===== config.mk =====
export PLATFORM = sky130hd
export DESIGN_NAME = pkt_loop_top
export DESIGN_NICKNAME = d
export VERILOG_FILES = /design/src/verilog/pkt_pkg.sv /design/src/verilog/pkt_stream_if.sv /design/src/verilog/prbs_source.sv /design/src/verilog/packet_gen.sv /design/src/verilog/packet_check.sv /design/src/verilog/pkt_loop_top.sv
export VERILOG_INCLUDE_DIRS = /design/src /design/src/verilog
export SDC_FILE = /design/constraint.sdc
export NUM_CORES = 1
export LEC_CHECK = 0
export BUFFER_PORTS_ARGS = -buffer_cell sky130_fd_sc_hd__buf_2
export CAP_MARGIN = 25
export CORE_MARGIN = 5
export CORE_UTILIZATION = 50
export DETAILED_ROUTE_END_ITERATION = 6
export PLACE_DENSITY = 0.7
export RECOVER_POWER = 50
export SLEW_MARGIN = 5
export SYNTH_ARGS = -nofsm -noshare
export SYNTH_HDL_FRONTEND = slang
export SYNTH_SLANG_ARGS = --single-unit

===== constraint.sdc =====
create_clock -name clk -period 5.95 [get_ports clk]
set_input_delay 0.2975 -clock clk [delete_from_list [all_inputs] [get_ports clk]]
set_output_delay 0.2975 -clock clk [all_outputs]
set_load 0.02 [all_outputs]

===== src/verilog/pkt_settings.svh =====
// lane count must stay within 1 to 4 since the destination table holds four entries
`ifndef PKT_SETTINGS_SVH
`define PKT_SETTINGS_SVH

// words per beat, earliest word in the highest lane
`define PKT_LANES 2

// word width is tied to the 48 bit address plus 16 bit serial header
`define PKT_WORD_W 64

// 0 gives random middle words, 1 gives a per-lane counter
`define PKT_CNTR_PAYLOAD 0

// destination per start lane, lane 0 is the rightmost entry
`define PKT_DEST_TABLE {48'h0007ed_ff1234, 48'h123456_ff1234, \
	48'h0007ed_ff0000, 48'h00215a_bdde43}

`endif


===== src/verilog/pkt_pkg.sv =====
// types follow the lane count in pkt_settings.svh and the header layout assumes 64 bit words
package pkt_pkg;

`include "pkt_settings.svh"

	// one flag per lane
	typedef logic [`PKT_LANES-1:0] lane_mask_t;

	// one-hot end byte per lane, zero when the lane holds no end
	typedef logic [8*`PKT_LANES-1:0] eop_pos_t;

	typedef logic [`PKT_WORD_W-1:0] word_t;
	typedef word_t [`PKT_LANES-1:0] beat_data_t;

	typedef logic [47:0] dest_addr_t;
	typedef logic [15:0] serial_t;

	// checker statistics, all wrap at 16 bits
	typedef struct packed {
		logic [15:0] packets;
		logic [15:0] framing_err;
		logic [15:0] dest_err;
		logic [15:0] serial_err;
		logic [15:0] trailer_err;
	} check_counts_t;

	// fixed end word of every packet
	localparam word_t PKT_TRAILER = "caboose.";

	localparam logic [4*48-1:0] PKT_DEST_TBL = `PKT_DEST_TABLE;

	// address a packet carries when it starts in this lane
	function automatic dest_addr_t dest_for_lane(input int lane);
		return PKT_DEST_TBL[lane*48 +: 48];
	endfunction

endpackage


===== src/verilog/pkt_stream_if.sv =====
// a beat moves when valid and ready are both high and the source holds every field until then
`timescale 1ns/1ps

interface pkt_stream_if import pkt_pkg::*; ();

	// framing marks, scanned from the high lane down
	lane_mask_t sop;
	eop_pos_t   eop;

	// payload words, lane order matches the marks
	beat_data_t data;

	// handshake
	logic       valid;
	logic       ready;

	// generator side
	modport src (
		output sop,
		output eop,
		output data,
		output valid,
		input  ready
	);

	// checker side
	modport snk (
		input  sop,
		input  eop,
		input  data,
		input  valid,
		output ready
	);

endinterface


===== src/verilog/prbs_source.sv =====
// random bits are only loosely mixed and are meant for traffic shaping, not for statistics
`timescale 1ns/1ps

module prbs_source import pkt_pkg::*; (
	input  logic        clk,
	input  logic        reset,
	input  logic        advance,
	output word_t       rand_word,
	output logic [15:0] rand_frame,
	output logic        mostly_one
);

	// two galois polynomials so the sequences never line up
	localparam logic [31:0] POLY_A = 32'h8000_0241;
	localparam logic [31:0] POLY_B = 32'h8dea_dfb3;

	logic [31:0] run_cnt;
	logic [31:0] lfsr_a;
	logic [31:0] lfsr_b;

	always_ff @(posedge clk) begin
		if (reset) begin
			run_cnt    <= '0;
			lfsr_a     <= '1;
			lfsr_b     <= '1;
			rand_frame <= '0;
			mostly_one <= 1'b0;
			rand_word  <= '0;
		end else begin
			// run counter only steps while the pipeline moves
			if (advance)
				run_cnt <= run_cnt + 32'd1;
			// feedback taps perturbed by counter bits
			lfsr_a <= {lfsr_a[30:0], 1'b0} ^ ((lfsr_a[31] ^ run_cnt[9]) ? POLY_A : '0);
			lfsr_b <= {lfsr_b[30:0], 1'b0} ^ ((lfsr_b[31] ^ run_cnt[8]) ? POLY_B : '0);
			rand_frame <= run_cnt[23:8] ^ lfsr_a[15:0] ^ lfsr_b[15:0];
			// low only when all three pairs cancel, so about one cycle in four
			mostly_one <= |(lfsr_a[17:16] ^ lfsr_b[17:16] ^ run_cnt[25:24]);
			// junk payload, old bits shift out after a few cycles
			rand_word <= (rand_word << 15) ^ word_t'(rand_frame);
		end
	end

endmodule


===== src/verilog/packet_gen.sv =====
// idle stops new starts but lets an open packet end, and the pipeline only moves while run is high
`timescale 1ns/1ps
`include "pkt_settings.svh"

module packet_gen import pkt_pkg::*; (
	input  logic      clk,
	input  logic      reset,
	input  logic      run,
	input  logic      idle,
	pkt_stream_if.src out,
	output logic      open_pkt
);

	localparam int LANES = `PKT_LANES;

	logic        load;
	logic        adv;
	word_t       rand_word;
	logic [15:0] rand_frame;
	logic        mostly_one;

	lane_mask_t  sop_prelim;
	eop_pos_t    eop_sugg;
	lane_mask_t  nix_sugg;
	lane_mask_t  sop1;
	eop_pos_t    eop1;
	lane_mask_t  nix1;

	lane_mask_t  blank2;
	eop_pos_t    eop_thin;
	lane_mask_t  any_thin;
	lane_mask_t  sop2;
	eop_pos_t    eop2;
	lane_mask_t  any2;

	logic        open_q;
	logic        open_c;
	lane_mask_t  sop_keep;
	eop_pos_t    eop_keep;
	lane_mask_t  sop3;
	eop_pos_t    eop3;

	beat_data_t  data_nxt;
	lane_mask_t  out_end;

	// output register takes a beat when empty or draining, stages stall otherwise
	assign load = ~out.valid | out.ready;
	assign adv  = run & load;

	prbs_source u_prbs (
		.clk        (clk),
		.reset      (reset),
		.advance    (adv),
		.rand_word  (rand_word),
		.rand_frame (rand_frame),
		.mostly_one (mostly_one)
	);

	////////////////////////////////////////////////////////////////////////////
	// stage 1, raw suggestions

	assign sop_prelim = rand_frame[LANES-1:0] & rand_frame[15 -: LANES];

	for (genvar i = 0; i < LANES; i++) begin : g_sugg
		// one candidate end byte per lane, every beat
		assign eop_sugg[8*i +: 8] = 8'b1 << rand_frame[4 + 2*i +: 3];
		assign nix_sugg[i]        = rand_frame[8 + i] ^ rand_frame[15 - i];
		// stage 2 blanking, relaxed while idle so open packets close quickly
		assign blank2[i]            = sop1[i] | (~idle & (mostly_one | nix1[i]));
		assign eop_thin[8*i +: 8]   = eop1[8*i +: 8] & ~{8{blank2[i]}};
		assign any_thin[i]          = |eop_thin[8*i +: 8];
	end

	always_ff @(posedge clk) begin
		if (reset) begin
			sop1 <= '0;
			eop1 <= '0;
			nix1 <= '0;
		end else if (adv) begin
			// more than one start per beat is rejected outright
			sop1 <= (idle || !$onehot0(sop_prelim)) ? '0 : sop_prelim;
			eop1 <= eop_sugg;
			nix1 <= nix_sugg;
		end
	end

	////////////////////////////////////////////////////////////////////////////
	// stage 2, thinning

	always_ff @(posedge clk) begin
		if (reset) begin
			sop2 <= '0;
			eop2 <= '0;
			any2 <= '0;
		end else if (adv) begin
			// no start in the beat right after a start
			sop2 <= (|sop2) ? '0 : sop1;
			eop2 <= eop_thin;
			any2 <= any_thin;
		end
	end

	////////////////////////////////////////////////////////////////////////////
	// stage 3, alternation fixup, open state carried across beats

	always_comb begin
		open_c   = open_q;
		sop_keep = '0;
		eop_keep = '0;
		for (int i = LANES - 1; i >= 0; i--) begin
			if (open_c) begin
				// inside a packet only an end is kept
				eop_keep[8*i +: 8] = eop2[8*i +: 8];
				open_c = ~any2[i];
			end else begin
				sop_keep[i] = sop2[i];
				open_c = sop2[i];
			end
		end
	end

	always_ff @(posedge clk) begin
		if (reset) begin
			sop3   <= '0;
			eop3   <= '0;
			open_q <= 1'b0;
		end else if (adv) begin
			sop3   <= sop_keep;
			eop3   <= eop_keep;
			open_q <= open_c;
		end
	end

	assign open_pkt = open_q;

	////////////////////////////////////////////////////////////////////////////
	// stage 4, payload and output register

	for (genvar i = 0; i < LANES; i++) begin : g_lane
		serial_t serial_q;
		word_t   cntr_q;

		always_ff @(posedge clk) begin
			if (reset) begin
				serial_q <= '0;
				cntr_q   <= '0;
			end else if (adv) begin
				if (sop3[i])
					serial_q <= serial_q + 16'd1;
				else if (eop3[8*i +: 8] == 8'd0)
					cntr_q <= cntr_q + word_t'(1);
			end
		end

		// header, trailer, or filler
		assign data_nxt[i] = sop3[i] ? {dest_for_lane(i), serial_q} :
			(|eop3[8*i +: 8]) ? PKT_TRAILER :
			(`PKT_CNTR_PAYLOAD != 0) ? cntr_q : rand_word;

		assign out_end[i] = |out.eop[8*i +: 8];
	end

	always_ff @(posedge clk) begin
		if (reset) begin
			out.valid <= 1'b0;
			out.sop   <= '0;
			out.eop   <= '0;
		end else begin
			if (load)
				out.valid <= adv;
			if (adv) begin
				out.sop <= sop3;
				out.eop <= eop3;
			end
		end
	end

	always_ff @(posedge clk) begin
		if (adv)
			out.data <= data_nxt;
	end

	// start and end never share a lane, else the packet would be one word
	a_no_sop_eop_lane: assert property (@(posedge clk) disable iff (reset)
		out.valid |-> (out.sop & out_end) == '0)
		else $error("packet_gen: sop and eop in the same lane");

	// a stalled beat keeps every field
	a_hold_stable: assert property (@(posedge clk) disable iff (reset)
		out.valid && !out.ready |=> out.valid && $stable(out.sop) &&
			$stable(out.eop) && $stable(out.data))
		else $error("packet_gen: beat changed while stalled");

endmodule


===== src/verilog/packet_check.sv =====
// counters wrap at 16 bits and a serial error resynchronizes that lane to the received value
`timescale 1ns/1ps
`include "pkt_settings.svh"

module packet_check import pkt_pkg::*; (
	input  logic          clk,
	input  logic          reset,
	input  logic          hold,
	pkt_stream_if.snk     in,
	output check_counts_t counts,
	output logic          open_pkt
);

	localparam int LANES = `PKT_LANES;

	logic                   accept;
	logic                   open_q;
	logic                   open_c;
	serial_t [LANES-1:0]    exp_q;
	serial_t [LANES-1:0]    exp_c;
	check_counts_t          inc;

	// back-pressure straight from the hold pin
	assign in.ready = ~hold;
	assign accept   = in.valid & in.ready;

	////////////////////////////////////////////////////////////////////////////
	// per-beat scan, high lane first

	always_comb begin
		open_c = open_q;
		exp_c  = exp_q;
		inc    = '0;
		if (accept) begin
			for (int i = LANES - 1; i >= 0; i--) begin
				if (in.sop[i]) begin
					if (open_c)
						inc.framing_err = inc.framing_err + 16'd1;
					// header is address then serial
					if (in.data[i][63:16] != dest_for_lane(i))
						inc.dest_err = inc.dest_err + 16'd1;
					if (in.data[i][15:0] != exp_c[i])
						inc.serial_err = inc.serial_err + 16'd1;
					exp_c[i] = in.data[i][15:0] + 16'd1;
					open_c = 1'b1;
				end
				if (|in.eop[8*i +: 8]) begin
					// end without a start is a framing error, not a packet
					if (!open_c)
						inc.framing_err = inc.framing_err + 16'd1;
					else
						inc.packets = inc.packets + 16'd1;
					if (in.data[i] != PKT_TRAILER)
						inc.trailer_err = inc.trailer_err + 16'd1;
					open_c = 1'b0;
				end
			end
		end
	end

	////////////////////////////////////////////////////////////////////////////
	// state and counters

	always_ff @(posedge clk) begin
		if (reset) begin
			open_q <= 1'b0;
			exp_q  <= '0;
			counts <= '0;
		end else begin
			open_q             <= open_c;
			exp_q              <= exp_c;
			counts.packets     <= counts.packets + inc.packets;
			counts.framing_err <= counts.framing_err + inc.framing_err;
			counts.dest_err    <= counts.dest_err + inc.dest_err;
			counts.serial_err  <= counts.serial_err + inc.serial_err;
			counts.trailer_err <= counts.trailer_err + inc.trailer_err;
		end
	end

	assign open_pkt = open_q;

	// statistics only grow over a run
	a_counts_monotonic: assert property (@(posedge clk) disable iff (reset)
		counts.packets >= $past(counts.packets) &&
		counts.framing_err >= $past(counts.framing_err) &&
		counts.dest_err >= $past(counts.dest_err) &&
		counts.serial_err >= $past(counts.serial_err) &&
		counts.trailer_err >= $past(counts.trailer_err))
		else $error("packet_check: a counter went backwards");

endmodule


===== src/verilog/pkt_loop_top.sv =====
// generator open state stays internal, open_pkt here is what the checker has seen
`timescale 1ns/1ps

module pkt_loop_top import pkt_pkg::*; (
	input  logic          clk,
	input  logic          reset,
	input  logic          run,
	input  logic          idle,
	input  logic          hold,
	output logic          out_valid,
	output logic          out_ready,
	output lane_mask_t    out_sop,
	output eop_pos_t      out_eop,
	output beat_data_t    out_data,
	output check_counts_t counts,
	output logic          open_pkt
);

	pkt_stream_if link ();

	packet_gen u_gen (
		.clk      (clk),
		.reset    (reset),
		.run      (run),
		.idle     (idle),
		.out      (link.src),
		.open_pkt ()
	);

	packet_check u_chk (
		.clk      (clk),
		.reset    (reset),
		.hold     (hold),
		.in       (link.snk),
		.counts   (counts),
		.open_pkt (open_pkt)
	);

	// stream observation
	assign out_valid = link.valid;
	assign out_ready = link.ready;
	assign out_sop   = link.sop;
	assign out_eop   = link.eop;
	assign out_data  = link.data;

endmodule


# Word level (Yosys, flattened, before mapping)

Index checks and enable logic that the tools add are counted.

Add/sub/neg operators: 18
Order comparisons: 1
Equal/unequal tests: 6
Shifts and indexed selects: 2
Mux-type cells: 44
Bitwise gates (word level): 30
Reduce and logical (&&, ||, !) cells: 16

Operators by type and width:

| operator              | number |
|---|---|
| $mux 16               | 12 |
| $mux 48               | 4 |
| $add 16x1->16 const B | 11 |
| $mux 32               | 5 |
| $ne 64x63->1 const B  | 2 |
| $mux 63               | 2 |
| $add 16x16->16        | 5 |
| $mux 80               | 1 |
| $xor 32x32->32        | 2 |
| $xor 64x16->64        | 1 |
| $ne 48x35->1 const B  | 1 |
| $ne 48x38->1 const B  | 1 |
| $reduce_or 8->1       | 6 |
| $add 32x1->32 const B | 1 |
| $ne 16x16->1          | 2 |
| $xor 16x16->16        | 2 |
| $reduce_or 9->1       | 2 |
| $and 8x8->8           | 2 |
| $mux 1                | 16 |
| $mux 8                | 2 |
| $not 8->8             | 2 |
| $shl 1x3->8 const A   | 2 |
| $reduce_and 2->1      | 4 |
| $not 1->1             | 5 |
| 11 further kinds      | 24 |

Register bits after elaboration: 528
Input port bits: 5
Logic and storage cells: 151

# Depth between registers and ports, before layout

Gate-level depths: netlist (run 1).

Word-level depth: 17
Mapped depth: 16

# Hierarchy

From an unflattened synthesis (run 1), not the netlist that was laid out.

Cell total of the unflattened synthesis: 2,175
Area, all modules: 21,333.0 um^2

Modules (own cells, without submodules):

| module       | instances | cells each | area an instance (um^2) | sequential area each (um^2) |
|---|---|---|---|---|
| packet_gen   | 1         | 912        | 9,452.8                 | 6,045.8 |
| packet_check | 1         | 751        | 6,278.5                 | 2,262.2 |
| prbs_source  | 1         | 512        | 5,601.6                 | 3,423.3 |

# Least setup slack after synthesis (run 1)

OpenSTA, ideal clock, no wires.

Kind: register -> register
Start point: register u_gen.out.valid
End point: register u_gen.out.data[0], enable pin
Library setup time: 0.542 ns
Arrival time: 4.438 ns
Data required time: 5.408 ns
Setup slack: 0.969 ns
Stages on the path, launching flop included: 4
Buffers on the path: 1
Clock period less this slack: 4.981 ns
Cells stage by stage: dfxtp_1 > a21bo_4 > inv_2 > clkbuf_1

Cells in the longest elaborated chain, start to end: 3

RTL lines:

| what                   | RTL line            | source |
|---|---|---|
| start, declared        | pkt_stream_if.sv:22 | `output valid,` |
| start signal, assigned | packet_gen.sv:170   | `out.valid <= adv;` |
| $not 1->1              | packet_gen.sv:47    | `assign load = ~out.valid \| out.ready;` |
| $or 1x1->1             | packet_gen.sv:47    |  |
| $and 1x1->1            | packet_gen.sv:48    | `assign adv = run & load;` |
| via u_gen.adv          | packet_gen.sv:17    | `logic adv;` |
| end signal, assigned   | packet_gen.sv:180   | `out.data <= data_nxt;` |
| end, declared          | pkt_stream_if.sv:21 | `output data,` |

The timed path passes the listed nets, and every way through them passes these cells.
A chain may end at the register's enable or synchronous reset.

# Worst setup path after layout (run 1)

Start point: register u_gen.out.data[82]
End point: register, netlist name u_chk.counts[47]

Cells in the longest elaborated chain, start to end: 10

RTL lines:

| what               | RTL line           | source |
|---|---|---|
| $ne 48x35->1 (*)   | packet_check.sv:40 | `if (in.data[i][63:16] != dest_for_lane(i))` |
| $mux 1 (*)         | packet_check.sv:40 |  |
| $mux 48 (*)        | packet_check.sv:36 | `if (in.sop[i]) begin` |
| $mux 48 (*)        | packet_check.sv:34 | `if (accept) begin` |
| $add 16x1->16      | packet_check.sv:41 | `inc.dest_err = inc.dest_err + 16'd1;` |
| $mux 16            | packet_check.sv:40 |  |
| $mux 48 (*)        | packet_check.sv:36 |  |
| $mux 48 (*)        | packet_check.sv:34 |  |
| $mux 80 (*)        | packet_check.sv:34 |  |
| $add 16x16->16 (*) | packet_check.sv:74 | `counts.dest_err <= counts.dest_err + inc.dest_err;` |

Mark *: on every way between the ends. The rest lies on a longest branch, timed or not. The select of a mux whose other input is x is not followed.

==> metrics, run 1 <==
number of antenna violations at the first check in global routing 1; reg-to-reg startpoint u_gen.out.data[82]$_SDFFCE_PP0P_; Sw Ratio 23.15%; Congestion Overflow GR 0; ANT cells 0; FILL cells 3696; DP Area 0.02266 mm2; worst reg-to-reg path cell count 14; outcome finished with violations; Die W 215.4 um; Finished Layout Cells 2904; FMAX 223.1 MHz; FP Rows 75; Clock Skew 0.01956 ns; register-to-register setup slack 1.47 ns; WP data arrival 4.86 ns; final WL 51210 um; layout cells sized above 1 6.385%; Sink Count 522; Vias 15831; CTS tree built; top-count cell post-synth dfxtp_1; Startpoint Class flop; YS warnings 0; sw power 1.739 mW; Yosys top cell area share 37.41%; global-route wire length before repair 81410 um; HPWL Detailed 35120 um; Syn Inst Count 2132; cells taking the most area after synthesis dfxtp_1 37%, edfxtp_1 18%, xor2_1 5.3%, nor2_1 5.1%, xnor2_1 4.2%; Max FO, Critical Path 9; Power Density 312.2 mW/mm2; initial core utilization 50.38%; Longest Clk Path Bufs 3; setup bufs post-CTS 0; CTS Buf Count 52; Slew Viols, Final 334; failing checks max-capacitance violations, max-slew violations; slowest stage delay, CP 0.87 ns; vias in the first global route 15097; WP data required 6.33 ns; Seq pwr share 51.6%; worst setup path end u_chk.counts[47]$_SDFF_PP0_; Area growth syn-to-layout 14.12%; Setup Viol. Count Final 0; Post-synth top cells 394 x dfxtp_1, 287 x nor2_1, 169 x nand2_1; Leak 8.704 nW; Slowest cell on crit path nor4_1; Seq/Total Area, Yosys 55.64%; worst min path class primary input to flop; syn avg cell area 9.890 um2; post-synth cell types 56; DRC 0; Max-Slew Margin vs Limit -111.6%; htree depth 2; Synth Flop Type dfxtp_1; fin crit share 75.32%; Comb pwr share 5.2%; Netlist Area Pre-Place 0.02109 mm2; Final Net Count 2359; Vias/cell 5.451; hold_buf cts 1; cts repair resizes 0; FFs w/ async S/R, synth 0%; design area 0.02406 mm2; clock root cell clkbuf_16; area leader, netlist dfxtp_1; Tot GR Track Use 21.30%; critical path cell sequence nor4bb_1 -> nand4_1 -> or4b_2 -> nor4_1 -> nor2_1 -> ha_1 -> nand3_1 -> o41ai_1 -> ha_1 -> a21o_1 -> nand4_1 -> nor4_1 -> xnor2_1 -> nor2_1; per-cell routed wire length 17.64 um; P_int 5.774 mW; CP delay by family, top simple AND/OR/NAND/NOR gates; Post-synth EDFFs 128; Final Hold Viols 0; Starting DRT DRC Count 1208; die area 0.04638 mm2; RSZ-0062 raised after global routing no; Clock Power Share 43.1%; PortBufs 233; clk slew on worst S/H paths 0.06 ns; Worst Tran Pin Value 3.174 ns; worst-skew pair later-pin latency 0.58 ns; worst reg2reg endpoint u_chk.counts[47]$_SDFF_PP0_; crit end category flop; ANT nets after route 0; CP startpoint u_gen.out.data[82]$_SDFFCE_PP0P_; Peak VDD IR 0.2274 mV; Hold WS 0.04844 ns; Ports 234; max cap viols 6; setup TNS 0 ns; core area 0.04185 mm2; minimum clock period 4.481 ns; Levels on crit path 14; Critical path buffers and inverters 0; Seq cells post-synth 522; critical path class flop to flop; Pre-antenna DRT Iters 5; fin util 57.49%; Final GP Congestion 0.8720; largest net degree at the start of global routing 227; Synth Net Count 2169; Die Y 215.4 um; Placed Cells 2805
==> layout by cell type (no fill, tap or decap), types with 5 or more instances in the layout <==
| cell | synthesis | layout |
|---|---|---|
| and3_1 | 29 | 29 |
| nand3_1 | 67 | 67 |
| nand2b_1 | 25 | 25 |
| clkinv_2 | 0 | 7 |
| clkbuf_8 | 0 | 11 |
| a21oi_1 | 104 | 104 |
| a21o_1 | 13 | 13 |
| and2_1 | 20 | 20 |
| xnor2_1 | 100 | 99 |
| dfxtp_1 | 394 | 392 |
| nor2_1 | 287 | 285 |
| o21ai_0 | 44 | 44 |
| a211oi_1 | 39 | 39 |
| nor3_1 | 47 | 47 |
| nor4bb_1 | 6 | 6 |
| clkbuf_16 | 0 | 52 |
| a22o_1 | 22 | 22 |
| buf_2 | 3 | 5 |
| xor2_1 | 127 | 127 |
| inv_1 | 46 | 47 |
| nand2_1 | 169 | 169 |
| or2_2 | 40 | 40 |
| nand4b_1 | 9 | 9 |
| buf_4 | 0 | 7 |
| nor4_1 | 39 | 39 |
| nor4b_1 | 14 | 14 |
| edfxtp_1 | 128 | 128 |
| fa_1 | 5 | 5 |
| ha_1 | 27 | 27 |
| and4_1 | 6 | 6 |
| nand4_1 | 49 | 49 |
| clkbuf_1 | 99 | 247 |
| nor2b_1 | 76 | 76 |
| or3_1 | 49 | 49 |
==> area by class of cell <==
type	count	area, um2	area share (%)
tap	539	674.4	2.803
timing repair buffer	249	1015	4.217
sequential	522	11730	48.77
inverter	47	181.4	0.7540
multi-input combinational	1450	8752	36.37
clock buffer	77	1505	6.256
clock inverter	20	200.2	0.8320
==> worst min-delay path by stage <==
| stage | end | depth (start not counted) | slack, ns | start |
|---|---|---|---|---|
| CTS | u_gen.out.valid$_SDFFE_PP0N_ | 3 | 0.02 | hold |
| finish | u_gen.out.valid$_SDFFE_PP0N_ | 3 | 0.05 | hold |
| detailed placement | u_gen.u_prbs.lfsr_a[25]$_SDFF_PP1_ | 1 | 0.39 | u_gen.u_prbs.lfsr_a[24]$_SDFF_PP1_ |
| global route | u_gen.out.valid$_SDFFE_PP0N_ | 3 | 0.04 | hold |
| floorplan | u_gen.u_prbs.lfsr_a[19]$_SDFF_PP1_ | 1 | 0.39 | u_gen.u_prbs.lfsr_a[18]$_SDFF_PP1_ |
| global placement | u_gen.u_prbs.lfsr_a[29]$_SDFF_PP1_ | 1 | 0.39 | u_gen.u_prbs.lfsr_a[28]$_SDFF_PP1_ |
==> per-layer routing <==
metal / vias to the layer above / part of all wire [%] / global-route usage (%)
met2: 458 / 47 / 34.36
met3: 124 / 5.7 / 3.392
met4: 2 / 4.2 / 8.982
met1: 7574 / 43 / 28.72
met5: - / 0.025 / 0
li1: 7673 / - / -
==> registers in the layout (all words and copies together), names as in the netlist, 26 cells and up <==
name / count
u_gen.out.data: 128
u_chk.counts: 80
u_gen.u_prbs.rand_word: 64
u_chk.exp_q: 32
u_gen.g_lane.serial_q: 32
u_gen.u_prbs.lfsr_a: 32
u_gen.u_prbs.lfsr_b: 32
u_gen.u_prbs.run_cnt: 26
==> power by group through the flow <==
stage / Combinational (mW) / Sequential (mW) / Clock, mW
after floorplan: 0.243 / 3.97 / 0
after global placement: 0.406 / 3.95 / 0
after detailed placement: 0.410 / 3.95 / 0
after CTS: 0.413 / 3.87 / 3.31
after global routing: 0.433 / 3.89 / 3.47
final: 0.393 / 3.88 / 3.24
==> cells by family after synthesis <==
group                      synth area share (%)
and+or+nand+nor                           22.95
other                                   0.01778
xor gates and xnor gates                  9.429
AOI/OAI and AO/OA                         6.925
muxes                                   0.04747
adders and majority gates                 2.077
DFF                                       55.64
buffers and inverters                     2.914
==> worst register-to-register path: stages, from the launching register on <==
cell	delay [ns]
edfxtp_1	0.39
nor4bb_1	0.34
nand4_1	0.14
or4b_2	0.73
nor4_1	0.87
nor2_1	0.09
ha_1	0.31
nand3_1	0.06
o41ai_1	0.09
ha_1	0.26
a21o_1	0.16
nand4_1	0.29
nor4_1	0.33
xnor2_1	0.16
nor2_1	0.05
==> metrics by stage <==
step	power (mW)	setup slack, ns
finish	7.512	1.469
global route	7.790	1.164
CTS	7.592	1.450
detailed placement	4.359	1.470
global placement	4.352	1.519
floorplan	4.214	0.9695
(Power assumes the default switching activity.)
==> run 2: changes to the inputs <==
--- a/config.mk
+++ b/config.mk
@@ -11,7 +11,7 @@
 export CORE_MARGIN = 5
 export CORE_UTILIZATION = 50
 export DETAILED_ROUTE_END_ITERATION = 6
-export PLACE_DENSITY = 0.7
+export PLACE_DENSITY = 0.72
 export RECOVER_POWER = 50
 export SLEW_MARGIN = 5
 export SYNTH_ARGS = -nofsm -noshare
==> constraint.sdc (replaced) <==
create_clock -name clk -period 3.83 [get_ports clk]
set_input_delay 0.1915 -clock clk [delete_from_list [all_inputs] [get_ports clk]]
set_output_delay 0.1915 -clock clk [all_outputs]
set_load 0.02 [all_outputs]
==> metrics, run 2 (synthesis results as in run 1) <==
number of antenna violations at the first check in global routing 1; WP data required 4.25 ns; layout cells sized above 1 13.86%; CTS tree built; global-route wire length before repair 83460 um; Setup Viol. Count Final 0; vias in the first global route 15607; DRC 0; Worst Tran Pin Value 1.549 ns; CP startpoint u_gen.out.data[64]$_DFFE_PP_; Pre-antenna DRT Iters 5; per-cell routed wire length 17.65 um; Seq pwr share 50.3%; Vias 16107; final WL 52580 um; Slowest cell on crit path or3b_4; commonest non-fill, non-tap cell in the layout dfxtp_1; Area growth syn-to-layout 18.31%; DP Area 0.02315 mm2; register-to-register setup slack 0.14 ns; initial core utilization 50.38%; Largest regs u_gen.out.data x128, u_chk.counts x80, u_gen.u_prbs.rand_word x64; PortBufs 233; cell mode on critical path xor2_1; max cap viols 1; worst hold start reset; WP data arrival 4.11 ns; Slew Viols, Final 44; FMAX 271.2 MHz; worst reg2reg endpoint u_chk.counts[28]$_SDFF_PP0_; Comb pwr share 5.9%; Hold WS 0.1079 ns; core area 0.04185 mm2; Ports 234; Clock Skew 0.01819 ns; htree depth 2; largest net degree at the start of global routing 153; design area 0.02495 mm2; ANT nets after route 0; Startpoint Class flop; minimum clock period 3.688 ns; critical path cell sequence xor2_1 -> nor4_1 -> nand4_1 -> and2_1 -> ha_1 -> nand2_1 -> a21oi_1 -> ha_2 -> inv_1 -> fa_1 -> or3b_4 -> or3_1 -> xor2_1 -> nor2_1; Die Y 215.4 um; Final Net Count 2434; RSZ-0062 raised after global routing yes; FP Rows 75; P_int 9.195 mW; HPWL Detailed 36730 um; Starting DRT DRC Count 1248; die area 0.04638 mm2; outcome finished with violations; most frequent cells in the layout 392 x dfxtp_1, 282 x nor2_1, 168 x nand2_1; clock root cell clkbuf_16; slowest stage delay, CP 0.43 ns; Sink Count 522; Max-Slew Margin vs Limit -3.816%; Max FO, Critical Path 4; Sw Ratio 22.83%; clk slew on worst S/H paths 0.07 ns; fin crit share 96.28%; Congestion Overflow GR 0; Longest Clk Path Bufs 3; Power Density 477.6 mW/mm2; Finished Layout Cells 2978; CTS Buf Count 51; Largest Register u_gen.out.data; worst reg-to-reg path cell count 14; critical path class flop to flop; Leak 9.396 nW; Peak VDD IR 0.3439 mV; sw power 2.720 mW; reg-to-reg startpoint u_gen.out.data[64]$_DFFE_PP_; Final GP Congestion 0.8648; Placed Cells 2875; worst setup path end u_chk.counts[28]$_SDFF_PP0_; ANT cells 0; max reg flops 128; Tot GR Track Use 21.73%; Vias/cell 5.409; Die W 215.4 um; worst-skew pair later-pin latency 0.59 ns; Clock Power Share 43.7%; worst min path class primary input to flop; failing checks max-capacitance violations, max-slew violations; crit end category flop; Final Hold Viols 0
run 2: cell count changes in the layout (fill, tap and decap cells not counted), moves of 5 or more:
cell,before,now
nor4_1,39,32
buf_2,5,85
buf_4,7,85
nor4_2,2,8
ha_1,27,22
clkbuf_1,247,160
run 2: metal layers:
layer,track usage (%),part of all wire (%),vias up
met2,36.54,48,435
met4,7.126,3.1,2
met1,29.16,43,7742
li1,-,-,7830
met5,0,0.013,-
met3,3.054,5.5,98
run 2: worst min path at each step:
stage / end / slack (ns) / cells after the start
2_1_floorplan: u_gen.out.valid$_SDFFE_PP0N_ / 0.31 / 2
3_3_place_gp: u_gen.u_prbs.lfsr_a[30]$_SDFF_PP1_ / 0.39 / 1
3_5_place_dp: u_gen.u_prbs.lfsr_b[25]$_SDFF_PP1_ / 0.40 / 1
4_1_cts: u_gen.u_prbs.rand_frame[12]$_SDFF_PP0_ / 0.16 / 2
5_1_grt: u_gen.u_prbs.rand_word[52]$_SDFF_PP0_ / 0.21 / 2
6_report: u_gen.u_prbs.rand_word[52]$_SDFF_PP0_ / 0.11 / 2
run 2: timing repair:
item | 4_1_cts | 5_1_grt
cloned | 0 | 1
pin swaps | 0 | 6
hold buffers | 3 | 0
hold endpoints to repair | 3 | 0
setup endpoints to repair | 13 | 33
gates resized for setup | 8 | 30
setup buffers | 0 | 3
run 2: stage by stage:
step	worst slack (ns)	TNS [ns]	util, %	total power [mW]
6_report	0.1424	0	59.61	11.92
5_1_grt	-0.05964	-0.07978	59.61	12.34
4_1_cts	0.03259	0	59.70	12.01
3_5_place_dp	-0.1342	-0.9504	55.31	6.819
3_3_place_gp	-0.07656	-0.1631	55.31	6.803
2_1_floorplan	0.2317	0	-	6.540
run 2: power groups by stage:
stage                     clock, mW  combinational (mW)  sequential [mW]
after detailed placement          0               0.708             6.11
after global routing           5.56               0.768             6.01
after floorplan                   0               0.377             6.16
final                          5.21               0.707             6.00
after CTS                      5.30               0.719             5.99
after global placement            0               0.700             6.10
run 2: critical path, delay by kind of cell (launching register included):
kind	cells	cell delay (ns)
simple gates	7	1.72
buf+inv	1	0.05
xor+xnor	2	0.32
compound gates	1	0.14
fa+ha+maj	3	0.86
flops	1	0.42
run 2: cell type report:
cell class / count / area, um2
multi-input cells: 1450 / 8905
clock buffers: 72 / 1478
flip-flops and latches: 522 / 11730
inverters: 47 / 177.7
fillers: 3562 / 16910
repair buffers: 325 / 1690
clock inverters: 23 / 287.8
well taps: 539 / 674.4
